--- src/rtl/adpcmb_defines.svh ---
// ADPCM-B decoder step limits, initial step and pitch accumulator width
`ifndef ADPCMB_DEFINES_SVH
`define ADPCMB_DEFINES_SVH

// Step size bounds, 15-bit unsigned
`define ADPCMB_STEP_MIN  15'd127    // Floor of the adaptive step
`define ADPCMB_STEP_MAX  15'd24576  // Ceiling of the adaptive step
`define ADPCMB_STEP_INIT 15'd127    // Step loaded on key-on

// Pitch accumulator, same width as delta-N
`define ADPCMB_ACC_W     16

`endif
--- src/rtl/adpcmb_pkg.sv ---
// ADPCM-B channel types: sample, nibble, address, step, level and counter states
package adpcmb_pkg;

    // Audio path
    typedef logic signed [15:0] pcm_t;    // Signed PCM sample
    typedef logic        [3:0]  nibble_t; // One ADPCM code
    typedef logic        [14:0] step_t;   // Decoder step size
    typedef logic        [7:0]  level_t;  // Output level

    // Memory side
    typedef logic [23:0] maddr_t; // Byte address into sample ROM
    typedef logic [15:0] raddr_t; // Register address, 256-byte units

    // Address counter FSM
    typedef enum logic [1:0] {
        IDLE, // Waiting for key-on
        PLAY, // Walking the sample
        DONE  // End reached, no repeat
    } cnt_state_e;

endpackage

--- src/rtl/adpcmb_drv.sv ---
// ADPCM-B channel top level with nibble latch and memory read strobe
`timescale 1ns/1ps
`include "adpcmb_defines.svh"

module adpcmb_drv import adpcmb_pkg::*; (
    input  logic                     clk,
    input  logic                     rst_n,
    input  logic                     cen,       // Chip rate, used elsewhere in the chip
    input  logic                     cen55,     // Output sample rate strobe
    input  logic                     on,        // Key-on
    input  logic                     rep,       // Repeat
    input  logic                     clr,       // Channel reset
    input  logic                     clr_flag,  // End flag clear pulse
    input  logic [1:0]               pan,       // Left/right enables
    input  raddr_t                   astart,
    input  raddr_t                   aend,
    input  logic [`ADPCMB_ACC_W-1:0] delta_n,   // Pitch
    input  level_t                   level,
    input  logic [7:0]               data,      // Sample memory byte
    output logic                     flag,
    output maddr_t                   addr,
    output logic                     roe_n,     // Memory read strobe
    output pcm_t                     pcm_l,
    output pcm_t                     pcm_r
);

    logic    nibble_sel;
    logic    adv;
    logic    nib_valid; // Latch full
    logic    nib_taken;
    nibble_t nib;
    pcm_t    pcm_dec;

    adpcmb_cnt u_cnt (
        .clk        (clk),
        .rst_n      (rst_n),
        .cen55      (cen55),
        .on         (on),
        .rep        (rep),
        .clr        (clr),
        .clr_flag   (clr_flag),
        .astart     (astart),
        .aend       (aend),
        .delta_n    (delta_n),
        .addr       (addr),
        .nibble_sel (nibble_sel),
        .adv        (adv),
        .flag       (flag)
    );

    // Read strobe follows adv by one cycle, valid level until the decoder takes it
    always_ff @(posedge clk or negedge rst_n) begin
        if (!rst_n) begin
            roe_n     <= 1'b1;
            nib_valid <= 1'b0;
        end else begin
            roe_n <= ~adv;
            if (!roe_n) begin
                nib_valid <= 1'b1;        // Fresh nibble in the latch
            end else if (nib_taken) begin
                nib_valid <= 1'b0;
            end
        end
    end

    // Nibble payload, upper half first
    always_ff @(posedge clk) begin
        if (!roe_n) begin
            nib <= nibble_sel ? data[3:0] : data[7:4];
        end
    end

    adpcmb_decoder u_decoder (
        .clk       (clk),
        .rst_n     (rst_n),
        .cen55     (cen55),
        .on        (on),
        .nib_valid (nib_valid),
        .nib       (nib),
        .pcm       (pcm_dec),
        .nib_taken (nib_taken)
    );

    adpcmb_gain u_gain (
        .clk    (clk),
        .rst_n  (rst_n),
        .cen55  (cen55),
        .level  (level),
        .pan    (pan),
        .pcm_in (pcm_dec),
        .pcm_l  (pcm_l),
        .pcm_r  (pcm_r)
    );

endmodule

--- src/rtl/adpcmb_gain.sv ---
// ADPCM-B output level scaling and left/right pan registers at the output rate
`timescale 1ns/1ps

module adpcmb_gain import adpcmb_pkg::*; (
    input  logic       clk,
    input  logic       rst_n,
    input  logic       cen55,  // Output sample rate strobe
    input  level_t     level,  // 0 is quietest, 255 is unity
    input  logic [1:0] pan,    // Bit 1 left, bit 0 right
    input  pcm_t       pcm_in,
    output pcm_t       pcm_l,
    output pcm_t       pcm_r
);

    logic signed [9:0]  gain;   // level + 1, always positive
    logic signed [25:0] prod;
    pcm_t               scaled;

    assign gain   = $signed({1'b0, ({1'b0, level} + 9'd1)});
    assign prod   = pcm_in * gain;
    // Shift right by 8, upper bits are pure sign extension
    assign scaled = prod[23:8];

    always_ff @(posedge clk or negedge rst_n) begin
        if (!rst_n) begin
            pcm_l <= '0;
            pcm_r <= '0;
        end else if (cen55) begin
            pcm_l <= pan[1] ? scaled : '0; // Muted side outputs silence
            pcm_r <= pan[0] ? scaled : '0;
        end
    end

endmodule

--- src/rtl/adpcmb_decoder.sv ---
// ADPCM-B step-size decoder with sample and step clamping and key-on reset
`timescale 1ns/1ps
`include "adpcmb_defines.svh"

module adpcmb_decoder import adpcmb_pkg::*; (
    input  logic    clk,
    input  logic    rst_n,
    input  logic    cen55,     // Output sample rate strobe
    input  logic    on,        // Key-on level
    input  logic    nib_valid, // Latch holds an unused nibble
    input  nibble_t nib,
    output pcm_t    pcm,       // Predicted sample, held between updates
    output logic    nib_taken  // Nibble consumed this cycle
);

    logic               on_d;
    logic               on_rise;
    logic               update;
    logic [2:0]         mag;
    logic               sgn;
    step_t              step;
    logic [7:0]         factor;      // Step scale, 64 means unity
    logic [18:0]        diff_prod;   // (2m+1) * step
    logic [15:0]        diff;
    logic signed [17:0] x_sum;       // Unclamped new sample
    pcm_t               x_next;
    logic [22:0]        step_prod;   // step * factor
    logic [16:0]        step_scaled;
    step_t              step_next;

    assign on_rise   = on & ~on_d;
    assign update    = cen55 & nib_valid;
    assign nib_taken = update;
    assign mag       = nib[2:0];
    assign sgn       = nib[3];

    // Step adaptation table
    always_comb begin
        case (mag)
            3'd4:    factor = 8'd77;
            3'd5:    factor = 8'd102;
            3'd6:    factor = 8'd128;
            3'd7:    factor = 8'd153;
            default: factor = 8'd57;  // Small codes shrink the step
        endcase
    end

    // Difference and new sample
    always_comb begin
        diff_prod = 19'({mag, 1'b1}) * 19'(step);
        diff      = diff_prod[18:3];            // Divide by 8
        if (sgn) begin
            x_sum = $signed({{2{pcm[15]}}, pcm}) - $signed({2'b00, diff});
        end else begin
            x_sum = $signed({{2{pcm[15]}}, pcm}) + $signed({2'b00, diff});
        end
        if (x_sum > 18'sd32767) begin
            x_next = 16'sh7fff;                 // Positive saturation
        end else if (x_sum < -18'sd32768) begin
            x_next = 16'sh8000;                 // Negative saturation
        end else begin
            x_next = x_sum[15:0];
        end
    end

    // Next step size
    always_comb begin
        step_prod   = 23'(step) * 23'(factor);
        step_scaled = step_prod[22:6];          // Divide by 64
        if (step_scaled < {2'b00, `ADPCMB_STEP_MIN}) begin
            step_next = `ADPCMB_STEP_MIN;
        end else if (step_scaled > {2'b00, `ADPCMB_STEP_MAX}) begin
            step_next = `ADPCMB_STEP_MAX;
        end else begin
            step_next = step_scaled[14:0];
        end
    end

    always_ff @(posedge clk or negedge rst_n) begin
        if (!rst_n) begin
            on_d <= 1'b0;
            pcm  <= '0;
            step <= `ADPCMB_STEP_INIT;
        end else begin
            on_d <= on;
            if (on_rise) begin
                pcm  <= '0;                     // Fresh start on key-on
                step <= `ADPCMB_STEP_INIT;
            end else if (update) begin
                pcm  <= x_next;
                step <= step_next;
            end
        end
    end

endmodule

--- src/rtl/adpcmb_cnt.sv ---
// ADPCM-B pitch accumulator and nibble address counter with end, repeat and flag logic
`timescale 1ns/1ps
`include "adpcmb_defines.svh"

module adpcmb_cnt import adpcmb_pkg::*; (
    input  logic                     clk,
    input  logic                     rst_n,
    input  logic                     cen55,      // Output sample rate strobe
    input  logic                     on,         // Key-on level
    input  logic                     rep,        // Loop back to start at end
    input  logic                     clr,        // Channel reset level
    input  logic                     clr_flag,   // Clears the end flag
    input  raddr_t                   astart,
    input  raddr_t                   aend,
    input  logic [`ADPCMB_ACC_W-1:0] delta_n,    // Pitch step
    output maddr_t                   addr,
    output logic                     nibble_sel, // 0 picks the upper nibble
    output logic                     adv,        // New nibble position this cycle
    output logic                     flag        // Sticky end of sample
);

    localparam int POS_W = 25; // Byte address plus nibble bit

    cnt_state_e               state;
    logic [`ADPCMB_ACC_W-1:0] acc;        // Fractional phase
    logic [`ADPCMB_ACC_W:0]   acc_sum;    // Phase plus carry
    logic [POS_W-1:0]         pos;        // Current nibble position
    logic [POS_W-1:0]         start_pos;
    logic [POS_W-1:0]         end_pos;
    logic                     on_d;
    logic                     on_rise;
    logic                     first;      // Start nibble not read yet

    assign on_rise   = on & ~on_d;
    assign start_pos = {astart, 9'h000};           // astart * 512 nibbles
    assign end_pos   = {aend, 9'h1ff};             // Low nibble of aend*256+255
    assign acc_sum   = {1'b0, acc} + {1'b0, delta_n};

    // Byte address and nibble select come straight from the position register
    assign addr       = pos[POS_W-1:1];
    assign nibble_sel = pos[0];

    always_ff @(posedge clk or negedge rst_n) begin
        if (!rst_n) begin
            state <= IDLE;
            acc   <= '0;
            pos   <= '0;
            on_d  <= 1'b0;
            first <= 1'b0;
            adv   <= 1'b0;
            flag  <= 1'b0;
        end else begin
            on_d <= on;
            adv  <= 1'b0;                   // Single-cycle strobe by default
            if (clr_flag) begin
                flag <= 1'b0;
            end
            if (clr || !on) begin
                state <= IDLE;              // Reset or key-off stops the walk
                first <= 1'b0;
            end else if (on_rise) begin
                state <= PLAY;
                pos   <= start_pos;
                acc   <= '0;
                first <= 1'b1;              // First carry reads start itself
            end else if (state == PLAY && cen55) begin
                acc <= acc_sum[`ADPCMB_ACC_W-1:0];
                if (acc_sum[`ADPCMB_ACC_W]) begin
                    if (first) begin
                        first <= 1'b0;
                        adv   <= 1'b1;      // Position already at start
                    end else if (pos == end_pos) begin
                        if (rep) begin
                            pos <= start_pos; // Loop
                            adv <= 1'b1;
                        end else begin
                            state <= DONE;
                            flag  <= 1'b1;  // Host sees end of sample
                        end
                    end else begin
                        pos <= pos + 25'd1; // Next nibble
                        adv <= 1'b1;
                    end
                end
            end
        end
    end

endmodule

--- config.mk ---
export PLATFORM = sky130hd
export DESIGN_NAME = adpcmb_drv
export DESIGN_NICKNAME = d
export VERILOG_FILES = /design/src/rtl/adpcmb_pkg.sv /design/src/rtl/adpcmb_drv.sv /design/src/rtl/adpcmb_gain.sv /design/src/rtl/adpcmb_decoder.sv /design/src/rtl/adpcmb_cnt.sv
export VERILOG_INCLUDE_DIRS = /design/src /design/src/rtl
export SDC_FILE = /design/constraint.sdc
export NUM_CORES = 1
export LEC_CHECK = 0
export ABC_AREA = 1
export CAP_MARGIN = 10
export CORE_ASPECT_RATIO = 0.7
export CORE_MARGIN = 2
export CORE_UTILIZATION = 40
export CTS_CLUSTER_DIAMETER = 50
export DETAILED_ROUTE_END_ITERATION = 12
export DONT_BUFFER_PORTS = 1
export GPL_ROUTABILITY_DRIVEN = 0
export PLACE_DENSITY_LB_ADDON = 0.15
export SLEW_MARGIN = 20
export SYNTH_ARGS = -nofsm -noshare
export SYNTH_HDL_FRONTEND = slang
export SYNTH_SLANG_ARGS = --single-unit
export TNS_END_PERCENT = 10
--- constraint.sdc ---
create_clock -name clk -period 13.5 [get_ports clk]
set_clock_uncertainty 0.1 [all_clocks]
set_input_delay 1.35 -clock clk [delete_from_list [all_inputs] [get_ports clk]]
set_output_delay 1.35 -clock clk [all_outputs]
set_load 0.01 [all_outputs]
## After elaboration in Yosys (flattened, before gate mapping)

Cells that the tools add are included.

- Multiply operators: 3
- $lt $le $gt $ge: 4
- Equality and inequality tests: 11
- $add $sub $neg: 5
- Muxes and demuxes: 49
- Reduce and logical (&&, ||, !) cells: 13
- Bitwise logic cells: 5

Operators by type and width:

| operator | number |
|---|---|
| 2-to-1 mux 25 bit | 6 |
| 2-to-1 mux 16 bit | 8 |
| 2-to-1 mux 15 bit | 4 |
| one-hot mux 8 bit (4 select lines) | 1 |
| adder 25 x 1 -> 25 bit, second input constant | 1 |
| == test 25 bit | 1 |
| multiplier 16 x 10 -> 24 bit | 1 |
| multiplier 15 x 8 -> 23 bit | 1 |
| 2-to-1 mux 1 bit | 21 |
| multiplier 4 x 15 -> 19 bit | 1 |
| adder 16 x 17 -> 18 bit | 1 |
| greater-than comparator 18 x 16 -> 1 bit, second input constant | 1 |
| less-than comparator 18 x 16 -> 1 bit, second input constant | 1 |
| 2-to-1 mux 18 bit | 1 |
| subtractor 16 x 17 -> 18 bit | 1 |
| adder 16 x 16 -> 17 bit | 1 |
| greater-than comparator 17 x 15 -> 1 bit, second input constant | 1 |
| less-than comparator 17 x 7 -> 1 bit, second input constant | 1 |
| 2-to-1 mux 2 bit | 7 |
| == test 3 bit, second input constant | 4 |
| AND reduction 5 bit | 2 |
| adder 8 x 1 -> 9 bit, second input constant | 1 |
| nonzero test 3 bit | 3 |
| != test 3 x 2 -> 1 bit, second input constant | 2 |
| other kinds (11) | 18 |

- Register bits: 116
- Input bits: 74
- Output and inout bits: 58

## Depth between registers and ports, before layout

- Word-level depth: 8
- Mapped depth: 41

## Cells and area by module

From an unflattened synthesis, not the netlist that was laid out.

- Cells, all modules: 2680
- Area total of the unflattened synthesis: 18931.9 um^2

Modules (own cells, without submodules):

| module | seq. area each (um^2) | times used | cells each | area each (um^2) |
|---|---|---|---|---|
| adpcmb_decoder | 809.5 | 1 | 1195 | 8294.2 |
| adpcmb_gain | 800.8 | 1 | 866 | 6502.5 |
| adpcmb_cnt | 1176.1 | 1 | 595 | 3896.2 |
| adpcmb_drv | 171.4 | 1 | 24 | 239.0 |

## Worst setup path before layout

Ideal clock, no wire load.

- Path type: input port to flip-flop
- Start: input port level[0]
- End: register u_gain.pcm_l[13]
- Slack: 6.518 ns
- Stages: 23
- Arrival time: 6.760 ns
- Cells stage by stage: clkbuf_1 nand4_1 nor3_1 nand2_1 xor2_1 clkbuf_1 nor2_1 ha_1 fa_1 inv_1 fa_1 inv_1 fa_1 fa_1 ha_1 a21oi_1 o21a_1 nand2_1 nand2_1 nand3_1 a31o_2 or2_2 a32o_1

- Cells in the longest elaborated chain, start to end: 3

Ends and longest elaborated chain:

| element | line | source |
|---|---|---|
| start, declared | adpcmb_drv.sv:18 | `input level_t level,` |
| adder 8 x 1 -> 9 bit | adpcmb_gain.sv:19 | `assign gain = $signed({1'b0, ({1'b0, level} + 9'd1)});` |
| multiplier 16 x 10 -> 24 bit | adpcmb_gain.sv:20 | `assign prod = pcm_in * gain;` |
| 2-to-1 mux 16 bit | adpcmb_gain.sv:29 | `pcm_l <= pan[1] ? scaled : '0;` |
| end signal, assigned | adpcmb_gain.sv:29 |  |
| end, declared | adpcmb_gain.sv:11 | `output pcm_t pcm_l,` |

Every way passes these cells.
A chain may end at the register's enable or synchronous reset.

## Worst setup path after layout

- Start: input port level[0]
- End: register u_gain.pcm_l[12]

Same word-level chain as after synthesis.

==> out/results.ini <==
[detailed_routing]
vias_per_cell = 5.13
initialDrtViolationCount = 1220
drc = 0
first_pass_iters = 5
antenna_left = 0
vias = 15400
wl_um = 50700
drt-wirelength-per-cell_um = 16.8

[logic_synthesis]
synth.mux.area_fraction_pct = 0.559
synth_compound_area_share_pct = 7.41
synth-seq-cells = 116
synth_flop_cell = dfrtp_1
async_flop_share_pct = 96.6
yosysWarnings = 0
synth.distinct_cells = 50
netlist_top_cells_area = fa_1 (25%), dfrtp_1 (15%), nand2_1 (12%), inv_1 (10%), ha_1 (10%)
syn_nets = 2862
synth_top_area_share_pct = 24.5
yosys.area_share.simple_pct = 25.4
synth_seq_area_share_pct = 16.4
syn_area_per_cell_um2 = 7.39
synth_area_leader_cell = fa_1
ys_top_cells_by_count = nand2_1 (560), inv_1 (497), nor2_1 (275), fa_1 (219), ha_1 (147)
yosys.area_share.adder_pct = 34.8
synth_xor_area_share_pct = 3.91
synth_top_family_by_area = adder cells
synth.most_common_cell = nand2_1
synth_edf_count = 4
synth.cell_area_um2 = 17900
synth_cells = 2422

[placed_design]
portBuffers = 0
hpwl_um = 42600

[floorplan]
num_rows = 64
io_pins = 132
die_area_um2 = 46500
die_y_um = 181
initial_utilization_pct = 40.8
die_x_um = 257
core_um2 = 43900

[sta]
max_freq_ghz = 0.138
drv_slew = 0
hold_violations = 0
min_period_over_period_pct = 53.6
rsz0062_at_grt = no
tns_ps = 0
fin_crit_ps = 7240
setup_viol = 0
tightest_slew_ps = 1040
max_slew_margin_pct = 30.4

[setup_path]
path_common_cell = nand2_1
slowest_stage = fa_1
ff2ff_path_depth = 23
worstSetupPathType = primary input to register
critPathRequiredTime_ps = 13790
end_kind = register
cp_max_fo = 17
r2r-start = nib[2]
critical-path-max-stage-delay_ps = 540
cp-start-kind = primary input
reg2reg_to = u_decoder.step[4]
rrSetupSlack_ps = 6450
cp_data_arrival_time_ps = 7530

[clocking]
cts.clk_slew.worst_paths_ps = 70
cts_repair_resize_count = 0
clk_latency_ps = 440
clockRootBuffer = clkbuf_16
cts_buffer_depth = 2
cts_max_level = 4
cts_tree = done
cts_made_buffers = 17
cts_setup_buffers = 0
ctsHoldBuffers = 0
clock-sinks = 116

[pwr]
power_density_nw_per_um2 = 142
ir_drop_uv = 210
p_leak_nw = 10.7

[layout]
syn_to_final_growth_pct = 6.73
diodes = 0
final_nets = 2846
drive_above_1_share_pct = 3.43
finish.utilization_pct = 43.5

[global_routing]
gr-usage-met2_pct = 32.3
grt_remaining_overflow = 0
first_global_vias = 15500
grt_pass1_wl_um = 84100
busiest_layer = met1
gr-usage-all-layers_pct = 22.8
antenna_found_initial = 0
globalRouteMet1Util_pct = 34.3
grt_max_degree = 113
met3_usage_pct = 6.83

[status]
status = complete, no violations

[min_path]
hp-class = register to register
hold_path_startpoint = u_cnt.adv
min_delay_worst_endpoint = roe_n
hold-path-cell-count = 1

[flow_run]
drv_cap = 0

cell type report:
type / instances / area [um2]
Tap cell: 594 / 743
Clock buffer: 17 / 425
Timing Repair Buffer: 9 / 67.6
Clock inverter: 15 / 150
Inverter: 502 / 1880
Sequential cell: 116 / 2930
Multi-Input combinational cell: 1760 / 12900
Fill cell: 4541 / 24800
worst max-delay path by stage:
| stage | start | endpoint | cells after the start |
|---|---|---|---|
| final | level[0] | u_gain.pcm_l[12] | 25 |
| after global routing | level[0] | u_gain.pcm_r[12] | 26 |
| after CTS | level[0] | u_gain.pcm_l[12] | 25 |
| after detailed placement | level[0] | u_gain.pcm_r[12] | 25 |
| after global placement | level[0] | u_gain.pcm_l[12] | 25 |
| after floorplan | level[0] | u_gain.pcm_l[13] | 23 |
layout by cell type (no fill, tap or decap), types with 7 or more instances in the layout:
| master | instances |
|---|---|
| o22ai_1 | 9 |
| buf_4 | 9 |
| nand3_1 | 119 |
| nand4_1 | 25 |
| o21ai_0 | 69 |
| nor2_1 | 275 |
| or2_2 | 13 |
| a32o_1 | 12 |
| mux2i_1 | 10 |
| dfstp_2 | 8 |
| nand3b_1 | 27 |
| a21oi_1 | 94 |
| fa_1 | 219 |
| nor3_1 | 29 |
| xor2_1 | 56 |
| ha_1 | 147 |
| clkbuf_16 | 17 |
| nand3_2 | 7 |
| nand2_2 | 8 |
| nand2_1 | 560 |
| inv_1 | 497 |
| xnor2_1 | 22 |
| dfrtp_1 | 104 |
kinds of logic after synthesis:
group / after synthesis
multiplexers: 10
AND/OR/NAND/NOR: 1078
adder cells (fa/ha/maj): 366
AO/OA/AOI/OAI: 227
XOR/XNOR: 79
flip-flops: 116
buffers and inverters: 546
per-stage QoR:
| step | setup slack, ps | total power (W) | cells | area, um2 | hold WS (ps) |
|---|---|---|---|---|---|
| floorplan | 6520 | 0.00179 | 2422 | 17900 | 237 |
| global placement | 5870 | 0.00222 | 2981 | 18500 | 243 |
| detailed placement | 5890 | 0.00222 | 2981 | 18500 | 247 |
| CTS | 6350 | 0.00270 | 3013 | 19100 | 259 |
| global route | 5790 | 0.00300 | 3013 | 19100 | 280 |
| finish | 6260 | 0.00271 | 3013 | 19100 | 259 |
flip-flops by register name, indices dropped and copies added (netlist names):
register,count
roe_n,1
u_gain.pcm_r,16
nib_valid,1
nib,4
u_cnt.flag,1
u_cnt.acc,16
u_cnt.first,1
u_decoder.step,15
u_decoder.pcm,16
u_decoder.on_d,1
u_gain.pcm_l,16
u_cnt.state,2
u_cnt.adv,1
u_cnt.pos,25
where the power goes:
| part | internal (W) | switching (W) |
|---|---|---|
| combinational | 0.000633 | 0.00119 |
| sequential | 0.000382 | 0.0000602 |
| clock | 0.000246 | 0.000207 |
| total | 0.00126 | 0.00145 |
routing by layer:
metal,vias to the layer above,routed length [um],part of all wire (%)
li1,7457,-,-
met1,7495,25200,50
met2,450,20300,40
met3,46,4460,8.8
met4,0,745,1.5
met5,-,0,0
worst max-delay path: cells and delay by family:
family	cells	cell delay, ps
buffers and inverters	3	180
and+or+nand+nor	13	2010
adders and majority gates	7	3130
AOI/OAI and AO/OA	1	420
xor gates and xnor gates	1	410
No activity file was read; power rests on OpenSTA's default activity.
